### config.mk
export PLATFORM = sky130hd
export DESIGN_NAME = rv_core
export DESIGN_NICKNAME = d
export VERILOG_FILES = /design/src/verilog/rv_core_pkg.sv /design/src/verilog/rv_register_file.sv /design/src/verilog/rv_id_stage.sv /design/src/verilog/rv_ex_stage.sv /design/src/verilog/rv_core.sv
export SDC_FILE = /design/constraint.sdc
export NUM_CORES = 2
export LEC_CHECK = 0
export CELL_PAD_IN_SITES_DETAIL_PLACEMENT = 0
export CELL_PAD_IN_SITES_GLOBAL_PLACEMENT = 1
export CORE_ASPECT_RATIO = 0.6
export CORE_MARGIN = 2
export CORE_UTILIZATION = 51
export CTS_CLUSTER_DIAMETER = 30
export DETAILED_ROUTE_END_ITERATION = 8
export DONT_BUFFER_PORTS = 1
export GPL_TIMING_DRIVEN = 1
export HOLD_SLACK_MARGIN = 0.06
export PLACE_DENSITY_LB_ADDON = 0.05
export SLEW_MARGIN = 40
export SYNTH_ARGS = -nofsm -noshare
export SYNTH_HDL_FRONTEND = slang
export SYNTH_SLANG_ARGS = --single-unit
### constraint.sdc
create_clock -name clk_i -period 5.5 [get_ports clk_i]
set_input_delay 1.1 -clock clk_i [delete_from_list [all_inputs] [get_ports clk_i]]
set_output_delay 1.1 -clock clk_i [all_outputs]
set_load 0.05 [all_outputs]
### src/verilog/rv_core_pkg.sv
// Shared widths, opcodes, ALU operations and pipe structs, compiled ahead of every RTL module
package rv_core_pkg;

  //////////////////////////////////////////////////////////////////////
  // Widths and sizes
  //////////////////////////////////////////////////////////////////////

  // Data path width
  localparam int unsigned XLEN       = 32;
  // Register index width, x0 to x31
  localparam int unsigned REG_ADDR_W = 5;
  // Architectural register count
  localparam int unsigned NUM_REGS   = 32;

  //////////////////////////////////////////////////////////////////////
  // Accepted major opcodes
  //////////////////////////////////////////////////////////////////////

  // Register-register ALU group
  localparam logic [6:0] OPCODE_OP     = 7'b0110011;
  // Register-immediate ALU group
  localparam logic [6:0] OPCODE_OP_IMM = 7'b0010011;

  // ALU operations carried from decode to execute
  typedef enum logic [3:0] {
    ALU_ADD,
    ALU_SUB,
    ALU_SLL,
    ALU_SLT,
    ALU_SLTU,
    ALU_XOR,
    ALU_SRL,
    ALU_SRA,
    ALU_OR,
    ALU_AND
  } alu_op_e;

  //////////////////////////////////////////////////////////////////////
  // Instruction word views
  //////////////////////////////////////////////////////////////////////

  // R-type layout, funct7 and rs2 in the upper bits
  typedef struct packed {
    logic [6:0]            funct7;
    logic [REG_ADDR_W-1:0] rs2;
    logic [REG_ADDR_W-1:0] rs1;
    logic [2:0]            funct3;
    logic [REG_ADDR_W-1:0] rd;
    logic [6:0]            opcode;
  } instr_r_t;

  // I-type layout, 12-bit immediate in the upper bits
  typedef struct packed {
    logic [11:0]           imm12;
    logic [REG_ADDR_W-1:0] rs1;
    logic [2:0]            funct3;
    logic [REG_ADDR_W-1:0] rd;
    logic [6:0]            opcode;
  } instr_i_t;

  // Same 32-bit word, read as either layout
  typedef union packed {
    instr_r_t r;
    instr_i_t i;
  } instr_u;

  // Decoded item between ID and EX
  typedef struct packed {
    logic                  valid;
    logic                  illegal;
    alu_op_e               alu_op;
    logic [XLEN-1:0]       operand_a;
    logic [XLEN-1:0]       operand_b;
    logic [REG_ADDR_W-1:0] rd;
  } id_ex_pipe_t;

  // Retiring item between EX and WB
  typedef struct packed {
    logic                  valid;
    logic                  illegal;
    logic [REG_ADDR_W-1:0] rd;
    logic [XLEN-1:0]       result;
  } ex_wb_pipe_t;

endpackage

### src/verilog/rv_register_file.sv
// Register file with two combinational read ports and one write port fed by the EX/WB pipe
`timescale 1ns/1ps

module rv_register_file (
  input  logic                               clk_i,
  input  logic                               reset_i,
  input  logic [rv_core_pkg::REG_ADDR_W-1:0] raddr_a_i,
  input  logic [rv_core_pkg::REG_ADDR_W-1:0] raddr_b_i,
  output logic [rv_core_pkg::XLEN-1:0]       rdata_a_o,
  output logic [rv_core_pkg::XLEN-1:0]       rdata_b_o,
  input  rv_core_pkg::ex_wb_pipe_t           ex_wb_pipe_i
);

  // x1 to x31, x0 has no storage
  logic [rv_core_pkg::NUM_REGS-1:1][rv_core_pkg::XLEN-1:0] regs;
  logic                                                    we;

  // Legal retirements only, and never x0
  assign we = ex_wb_pipe_i.valid && !ex_wb_pipe_i.illegal && (ex_wb_pipe_i.rd != '0);

  // Write at the edge closing the WB cycle
  always_ff @(posedge clk_i) begin
    if (reset_i) begin
      for (int i = 1; i < rv_core_pkg::NUM_REGS; i++) begin
        regs[i] <= '0;
      end
    end else if (we) begin
      regs[ex_wb_pipe_i.rd] <= ex_wb_pipe_i.result;
    end
  end

  // No write bypass here, ID forwards from WB instead
  assign rdata_a_o = (raddr_a_i == '0) ? '0 : regs[raddr_a_i];
  assign rdata_b_o = (raddr_b_i == '0) ? '0 : regs[raddr_b_i];

  // Retiring into x0 leaves every register untouched
  a_no_write_to_x0 : assert property (
    @(posedge clk_i) disable iff (reset_i)
    (ex_wb_pipe_i.valid && (ex_wb_pipe_i.rd == '0)) |=> (regs == $past(regs))
  );

endmodule

### src/verilog/rv_id_stage.sv
// Decode stage that turns strobed instruction words into forwarded ALU items for the EX stage
`timescale 1ns/1ps

module rv_id_stage (
  input  logic                               clk_i,
  input  logic                               reset_i,
  input  logic                               instr_valid_i,
  input  rv_core_pkg::instr_u                instr_i,
  // EX forwarding source
  input  logic                               ex_fwd_valid_i,
  input  logic [rv_core_pkg::REG_ADDR_W-1:0] ex_fwd_rd_i,
  input  logic [rv_core_pkg::XLEN-1:0]       ex_fwd_data_i,
  // WB forwarding source
  input  rv_core_pkg::ex_wb_pipe_t           ex_wb_pipe_i,
  // Register file reads
  output logic [rv_core_pkg::REG_ADDR_W-1:0] rf_raddr_a_o,
  output logic [rv_core_pkg::REG_ADDR_W-1:0] rf_raddr_b_o,
  input  logic [rv_core_pkg::XLEN-1:0]       rf_rdata_a_i,
  input  logic [rv_core_pkg::XLEN-1:0]       rf_rdata_b_i,
  output rv_core_pkg::id_ex_pipe_t           id_ex_pipe_o
);

  // Decoder outputs
  rv_core_pkg::alu_op_e         alu_op;
  logic                         use_imm;
  logic                         dec_illegal;
  logic [rv_core_pkg::XLEN-1:0] imm_ext;

  // Resolved operands and next pipe item
  logic                         wb_fwd_valid;
  logic [rv_core_pkg::XLEN-1:0] operand_a;
  logic [rv_core_pkg::XLEN-1:0] rs2_value;
  rv_core_pkg::id_ex_pipe_t     id_ex_next;

  //////////////////////////////////////////////////////////////////////
  // Decoder
  //////////////////////////////////////////////////////////////////////

  always_comb begin
    alu_op      = rv_core_pkg::ALU_ADD;
    use_imm     = 1'b0;
    dec_illegal = 1'b0;
    // Sign-extended I immediate by default
    imm_ext     = {{(rv_core_pkg::XLEN-12){instr_i.i.imm12[11]}}, instr_i.i.imm12};
    case (instr_i.r.opcode)
      rv_core_pkg::OPCODE_OP: begin
        // funct7 and funct3 together pick the operation
        case ({instr_i.r.funct7, instr_i.r.funct3})
          {7'b0000000, 3'b000}: alu_op = rv_core_pkg::ALU_ADD;
          {7'b0100000, 3'b000}: alu_op = rv_core_pkg::ALU_SUB;
          {7'b0000000, 3'b001}: alu_op = rv_core_pkg::ALU_SLL;
          {7'b0000000, 3'b010}: alu_op = rv_core_pkg::ALU_SLT;
          {7'b0000000, 3'b011}: alu_op = rv_core_pkg::ALU_SLTU;
          {7'b0000000, 3'b100}: alu_op = rv_core_pkg::ALU_XOR;
          {7'b0000000, 3'b101}: alu_op = rv_core_pkg::ALU_SRL;
          {7'b0100000, 3'b101}: alu_op = rv_core_pkg::ALU_SRA;
          {7'b0000000, 3'b110}: alu_op = rv_core_pkg::ALU_OR;
          {7'b0000000, 3'b111}: alu_op = rv_core_pkg::ALU_AND;
          default:              dec_illegal = 1'b1;
        endcase
      end
      rv_core_pkg::OPCODE_OP_IMM: begin
        use_imm = 1'b1;
        case (instr_i.i.funct3)
          3'b000: alu_op = rv_core_pkg::ALU_ADD;
          3'b010: alu_op = rv_core_pkg::ALU_SLT;
          3'b011: alu_op = rv_core_pkg::ALU_SLTU;
          3'b100: alu_op = rv_core_pkg::ALU_XOR;
          3'b110: alu_op = rv_core_pkg::ALU_OR;
          3'b111: alu_op = rv_core_pkg::ALU_AND;
          3'b001: begin
            // SLLI needs a zero upper immediate
            alu_op  = rv_core_pkg::ALU_SLL;
            imm_ext = {{(rv_core_pkg::XLEN-5){1'b0}}, instr_i.i.imm12[4:0]};
            if (instr_i.i.imm12[11:5] != 7'b0000000) begin
              dec_illegal = 1'b1;
            end
          end
          default: begin
            // funct3 101, upper immediate tells SRLI from SRAI
            imm_ext = {{(rv_core_pkg::XLEN-5){1'b0}}, instr_i.i.imm12[4:0]};
            if (instr_i.i.imm12[11:5] == 7'b0000000) begin
              alu_op = rv_core_pkg::ALU_SRL;
            end else if (instr_i.i.imm12[11:5] == 7'b0100000) begin
              alu_op = rv_core_pkg::ALU_SRA;
            end else begin
              dec_illegal = 1'b1;
            end
          end
        endcase
      end
      default: dec_illegal = 1'b1;
    endcase
  end

  //////////////////////////////////////////////////////////////////////
  // Operand forwarding
  //////////////////////////////////////////////////////////////////////

  // Illegal items never forward
  assign wb_fwd_valid = ex_wb_pipe_i.valid && !ex_wb_pipe_i.illegal;

  // x0, then EX, then WB, then the register file
  function automatic logic [rv_core_pkg::XLEN-1:0] resolve_operand(
    input logic [rv_core_pkg::REG_ADDR_W-1:0] raddr,
    input logic [rv_core_pkg::XLEN-1:0]       rf_rdata
  );
    logic [rv_core_pkg::XLEN-1:0] value;
    if (raddr == '0) begin
      value = '0;
    end else if (ex_fwd_valid_i && (ex_fwd_rd_i == raddr)) begin
      value = ex_fwd_data_i;
    end else if (wb_fwd_valid && (ex_wb_pipe_i.rd == raddr)) begin
      value = ex_wb_pipe_i.result;
    end else begin
      value = rf_rdata;
    end
    return value;
  endfunction

  // rs2 field read even for I-type, the immediate overrides it
  assign rf_raddr_a_o = instr_i.r.rs1;
  assign rf_raddr_b_o = instr_i.r.rs2;

  always_comb begin
    operand_a = resolve_operand(rf_raddr_a_o, rf_rdata_a_i);
    rs2_value = resolve_operand(rf_raddr_b_o, rf_rdata_b_i);
  end

  // Next ID/EX item
  always_comb begin
    id_ex_next.valid     = instr_valid_i;
    id_ex_next.illegal   = instr_valid_i && dec_illegal;
    id_ex_next.alu_op    = alu_op;
    id_ex_next.operand_a = operand_a;
    id_ex_next.operand_b = use_imm ? imm_ext : rs2_value;
    id_ex_next.rd        = instr_i.r.rd;
  end

  // ID/EX register, one cycle, never stalls
  always_ff @(posedge clk_i) begin
    if (reset_i) begin
      id_ex_pipe_o.valid   <= 1'b0;
      id_ex_pipe_o.illegal <= 1'b0;
    end else begin
      id_ex_pipe_o <= id_ex_next;
    end
  end

  // Pipe comes out of reset empty
  a_id_ex_empty_after_reset : assert property (
    @(posedge clk_i) reset_i |=> !id_ex_pipe_o.valid
  );

endmodule

### src/verilog/rv_ex_stage.sv
// Execute stage with the ALU, feeding forwarding back to ID and the EX/WB pipe to write back
`timescale 1ns/1ps

module rv_ex_stage (
  input  logic                               clk_i,
  input  logic                               reset_i,
  input  rv_core_pkg::id_ex_pipe_t           id_ex_pipe_i,
  // Combinational result for the ID stage
  output logic                               ex_fwd_valid_o,
  output logic [rv_core_pkg::REG_ADDR_W-1:0] ex_fwd_rd_o,
  output logic [rv_core_pkg::XLEN-1:0]       ex_fwd_data_o,
  output rv_core_pkg::ex_wb_pipe_t           ex_wb_pipe_o
);

  // ALU internals
  logic [4:0]                   shamt;
  logic                         lt_signed;
  logic                         lt_unsigned;
  logic [rv_core_pkg::XLEN-1:0] alu_result;

  // Low five bits of b for every shift
  assign shamt = id_ex_pipe_i.operand_b[4:0];

  // Both compares, SLT and SLTU pick one
  assign lt_signed   = $signed(id_ex_pipe_i.operand_a) < $signed(id_ex_pipe_i.operand_b);
  assign lt_unsigned = id_ex_pipe_i.operand_a < id_ex_pipe_i.operand_b;

  //////////////////////////////////////////////////////////////////////
  // ALU
  //////////////////////////////////////////////////////////////////////

  always_comb begin
    case (id_ex_pipe_i.alu_op)
      rv_core_pkg::ALU_ADD:  alu_result = id_ex_pipe_i.operand_a + id_ex_pipe_i.operand_b;
      rv_core_pkg::ALU_SUB:  alu_result = id_ex_pipe_i.operand_a - id_ex_pipe_i.operand_b;
      rv_core_pkg::ALU_SLL:  alu_result = id_ex_pipe_i.operand_a << shamt;
      rv_core_pkg::ALU_SLT:  alu_result = {{(rv_core_pkg::XLEN-1){1'b0}}, lt_signed};
      rv_core_pkg::ALU_SLTU: alu_result = {{(rv_core_pkg::XLEN-1){1'b0}}, lt_unsigned};
      rv_core_pkg::ALU_XOR:  alu_result = id_ex_pipe_i.operand_a ^ id_ex_pipe_i.operand_b;
      rv_core_pkg::ALU_SRL:  alu_result = id_ex_pipe_i.operand_a >> shamt;
      // Sign bit fills from the left
      rv_core_pkg::ALU_SRA:  alu_result = $signed(id_ex_pipe_i.operand_a) >>> shamt;
      rv_core_pkg::ALU_OR:   alu_result = id_ex_pipe_i.operand_a | id_ex_pipe_i.operand_b;
      rv_core_pkg::ALU_AND:  alu_result = id_ex_pipe_i.operand_a & id_ex_pipe_i.operand_b;
      default:               alu_result = '0;
    endcase
  end

  // Forward only valid, legal items
  assign ex_fwd_valid_o = id_ex_pipe_i.valid && !id_ex_pipe_i.illegal;
  assign ex_fwd_rd_o    = id_ex_pipe_i.rd;
  assign ex_fwd_data_o  = alu_result;

  //////////////////////////////////////////////////////////////////////
  // EX/WB register
  //////////////////////////////////////////////////////////////////////

  always_ff @(posedge clk_i) begin
    if (reset_i) begin
      ex_wb_pipe_o.valid   <= 1'b0;
      ex_wb_pipe_o.illegal <= 1'b0;
    end else begin
      ex_wb_pipe_o.valid   <= id_ex_pipe_i.valid;
      ex_wb_pipe_o.illegal <= id_ex_pipe_i.illegal;
      ex_wb_pipe_o.rd      <= id_ex_pipe_i.rd;
      // Rejected words retire with a zero result
      ex_wb_pipe_o.result  <= id_ex_pipe_i.illegal ? '0 : alu_result;
    end
  end

  // Illegal item decoded in ID reaches WB flagged and zeroed
  a_illegal_retires_zero : assert property (
    @(posedge clk_i) disable iff (reset_i)
    (id_ex_pipe_i.valid && id_ex_pipe_i.illegal) |=>
      (ex_wb_pipe_o.valid && ex_wb_pipe_o.illegal && (ex_wb_pipe_o.result == '0))
  );

endmodule

### src/verilog/rv_core.sv
// Core top level that ties the ID stage, EX stage and register file into the ALU pipeline
`timescale 1ns/1ps

module rv_core (
  input  logic                               clk_i,
  input  logic                               reset_i,
  // Instruction strobe, accepted every cycle it is high
  input  logic                               instr_valid_i,
  input  logic [rv_core_pkg::XLEN-1:0]       instr_i,
  // Retirement strobe
  output logic                               wb_valid_o,
  output logic                               illegal_o,
  output logic [rv_core_pkg::REG_ADDR_W-1:0] wb_rd_o,
  output logic [rv_core_pkg::XLEN-1:0]       wb_data_o
);

  // Pipe registers
  rv_core_pkg::id_ex_pipe_t id_ex_pipe;
  rv_core_pkg::ex_wb_pipe_t ex_wb_pipe;

  // EX result fed back for forwarding
  logic                               ex_fwd_valid;
  logic [rv_core_pkg::REG_ADDR_W-1:0] ex_fwd_rd;
  logic [rv_core_pkg::XLEN-1:0]       ex_fwd_data;

  // Register file read ports
  logic [rv_core_pkg::REG_ADDR_W-1:0] rf_raddr_a;
  logic [rv_core_pkg::REG_ADDR_W-1:0] rf_raddr_b;
  logic [rv_core_pkg::XLEN-1:0]       rf_rdata_a;
  logic [rv_core_pkg::XLEN-1:0]       rf_rdata_b;

  rv_id_stage u_id_stage (
    .clk_i          (clk_i),
    .reset_i        (reset_i),
    .instr_valid_i  (instr_valid_i),
    .instr_i        (instr_i),
    .ex_fwd_valid_i (ex_fwd_valid),
    .ex_fwd_rd_i    (ex_fwd_rd),
    .ex_fwd_data_i  (ex_fwd_data),
    .ex_wb_pipe_i   (ex_wb_pipe),
    .rf_raddr_a_o   (rf_raddr_a),
    .rf_raddr_b_o   (rf_raddr_b),
    .rf_rdata_a_i   (rf_rdata_a),
    .rf_rdata_b_i   (rf_rdata_b),
    .id_ex_pipe_o   (id_ex_pipe)
  );

  rv_ex_stage u_ex_stage (
    .clk_i          (clk_i),
    .reset_i        (reset_i),
    .id_ex_pipe_i   (id_ex_pipe),
    .ex_fwd_valid_o (ex_fwd_valid),
    .ex_fwd_rd_o    (ex_fwd_rd),
    .ex_fwd_data_o  (ex_fwd_data),
    .ex_wb_pipe_o   (ex_wb_pipe)
  );

  // Write port comes straight from the EX/WB pipe
  rv_register_file u_register_file (
    .clk_i        (clk_i),
    .reset_i      (reset_i),
    .raddr_a_i    (rf_raddr_a),
    .raddr_b_i    (rf_raddr_b),
    .rdata_a_o    (rf_rdata_a),
    .rdata_b_o    (rf_rdata_b),
    .ex_wb_pipe_i (ex_wb_pipe)
  );

  // Write back view of the EX/WB pipe
  assign wb_valid_o = ex_wb_pipe.valid;
  assign illegal_o  = ex_wb_pipe.illegal;
  assign wb_rd_o    = ex_wb_pipe.rd;
  assign wb_data_o  = ex_wb_pipe.result;

endmodule

==> run metrics <==
required time of the worst setup path=5990 ps; pre-CTS setup slack=1180 ps; Pre-antenna DRT Iters=6; Slew Viols, Final=0; Worst Skew=47.7 ps; Initial Util=0.516; RSZ-0062 raised after global routing=no; width of the chip=462 um; synth-to-layout area growth=13.0%; Critical Path Start Type=register; worst min path class=in -> reg; PnR worst setup slack=749 ps; vias in the first global route=54,500; max cap viols=0; register area=23,200 um2; Final nets=6,985; Core Region=124,000 um2; Layout fillers=10,800; WL/cell=34.2 um; Port Buf Inserts=0; ys flop type=dfxtp_1; Global Route met1 Usage=0.649; largest net degree at the start of global routing=997; met3 usage=0.225; worst setup path class=reg -> reg; Worst-path clk slew=50 ps; Synth Warn #=0; share of the synthesized area in the top cell type=0.310; Rel. slew slack=0.0873; chip height=279 um; CTS resizes=0; GR Util All Layers=0.448; share of layout cells above drive strength 1=0.191; most common cell after layout, fill and taps aside=nand2_1; minimum clock period=4750 ps; I/O pin cnt=74; Mapped Avg Cell Area=8.92 um2; area leader, netlist=dfxtp_1; vias per cell=6.95; clock sink count=1,106; area of the multi-input gates=38,300 um2; drt initial violations=11,000; Final ANT Viol Nets=0; worst path arrival time=5240 ps; Max Freq=210 MHz; CTS Buffer Depth=3; post-CTS setup repair buffer count=0; Crit Path Max Fanout=14; WHS=346 ps; Core Util, Final=0.583; VDD IR max=0.000339 V; Post-Syn Nets=7,338; Yosys reg bits=1,106; gp weighted congestion=1.14; worst slew pin tran=1370 ps; Clock Tree Root=clkbuf_16; grt met2 use=0.552; CTS tree=built; worst skew pair latency=820 ps; Leak=24.4 nW; die area=129,000 um2; Post-DP HPWL=183 mm; final hold viol count=0; via count=60,500; Hold Buf Count CTS=0; number of CTS-inserted buffers=187; GRT busiest layer=met1; setup_tns=0 ps; asr flop ratio synth=0; status=complete, no violations; most frequent cells in the layout=2,148 x nand2_1, 1,149 x a21oi_1, 996 x dfxtp_1; # H-tree levels=4; Std-Cell Rows=100; first-pass GRT wire length=414 mm; Synth cell types=92; DRT Wirelength=298 mm; fin crit share=0.864; grt ovf=0; DR DRC count=0; Synth Instances=7,204; Post-Syn Area=64,300 um2; initial antenna violation count=14; register area share after synthesis=0.362; Setup crit end kind=register; PwrDens=317 nW/um2; number of synthesized flops with an enable pin=110; Finish-stage setup viols=0; top cells by area, synth=dfxtp_1 31%, mux4_2 21%, nand2_1 13%, a21oi_1 9.0%, edfxtp_1 5.1%
[report_power, final]
part	total, mW	internal (mW)	switching (mW)
clock	12.8	8.20	4.60
combinational	1.86	0.570	1.29
sequential	8.36	8.22	0.133
total	23.0	17.0	6.02
[state kept, by name, summed over array words and instances (netlist names)]
signal,cells
u_ex_stage.ex_wb_pipe_o,39
u_register_file.regs,992
u_id_stage.id_ex_pipe_o,75
[cells by family (layout without fill, tap and decap cells)]
logic type / Yosys count / count (layout) / synth area share
simple gates: 2622 / 2622 / 0.162
compound gates: 1700 / 1700 / 0.153
flops: 1106 / 1106 / 0.362
buf+inv: 830 / 634 / 0.0516
mux: 818 / 818 / 0.247
fa+ha+maj: 99 / 99 / 0.0195
xor+xnor: 29 / 29 / 0.00395
other cells: 0 / 9 / 0
[through the flow]
step / cells / instance area [um2] / power, mW
3_5_place_dp: 8337 / 65500 / 10.1
5_1_grt: 8695 / 72600 / 23.4
6_report: 8700 / 72600 / 23.0
4_1_cts: 8683 / 72300 / 22.8
2_1_floorplan: 7204 / 64300 / 9.84
3_3_place_gp: 8323 / 65200 / 10.1
[path summary, 6_finish.rpt]
kind / start / slack, ps / endpoint / cells past startpoint
max reg2reg: u_id_stage.id_ex_pipe_o[49] / 750 / u_id_stage.id_ex_pipe_o[36] / 13
min: reset_i / 350 / u_register_file.regs[391] / 1
max: u_id_stage.id_ex_pipe_o[49] / 750 / u_id_stage.id_ex_pipe_o[36] / 13
min reg2reg: u_register_file.regs[945] / 460 / u_register_file.regs[945] / 2
[Yosys cell counts, types with 31 or more instances]
library cell / count
a22o_1: 68
mux2i_1: 119
mux4_2: 608
dfxtp_1: 996
a211oi_1: 53
a21oi_1: 1152
ha_1: 97
nor2_1: 214
o21ai_0: 149
nor3_1: 33
buf_2: 66
mux2_2: 90
inv_1: 91
nor2b_1: 35
clkbuf_1: 562
edfxtp_1: 110
buf_1: 65
nand2_1: 2180
o211ai_1: 31
[routing by layer]
metal | vias up | share of wire
li1 | 25000 | -
met1 | 29900 | 0.41
met2 | 4948 | 0.37
met3 | 610 | 0.18
met4 | 20 | 0.037
met5 | - | 0.0034
[cell type report]
class / count / share of cell area
diodes: 9 / 0.000310
well taps: 1683 / 0.0290
repair buffers: 193 / 0.0243
clock buffers: 233 / 0.0719
multi-input cells: 5268 / 0.527
clock inverters: 113 / 0.0222
inverters: 95 / 0.00494
flip-flops and latches: 1106 / 0.320
[critical path: stages, from the launching register on]
cell and delay [ps]:
edfxtp_1 740, inv_1 100, ha_1 660, nor2_1 210, o311ai_0 600, buf_4 220, nor4b_1 50, o21ai_1 560
a21boi_2 300, o21ai_0 260, nand3b_1 100, a211oi_1 290, buf_4 180, o221ai_1 130
No activity file was read; power rests on OpenSTA's default activity.
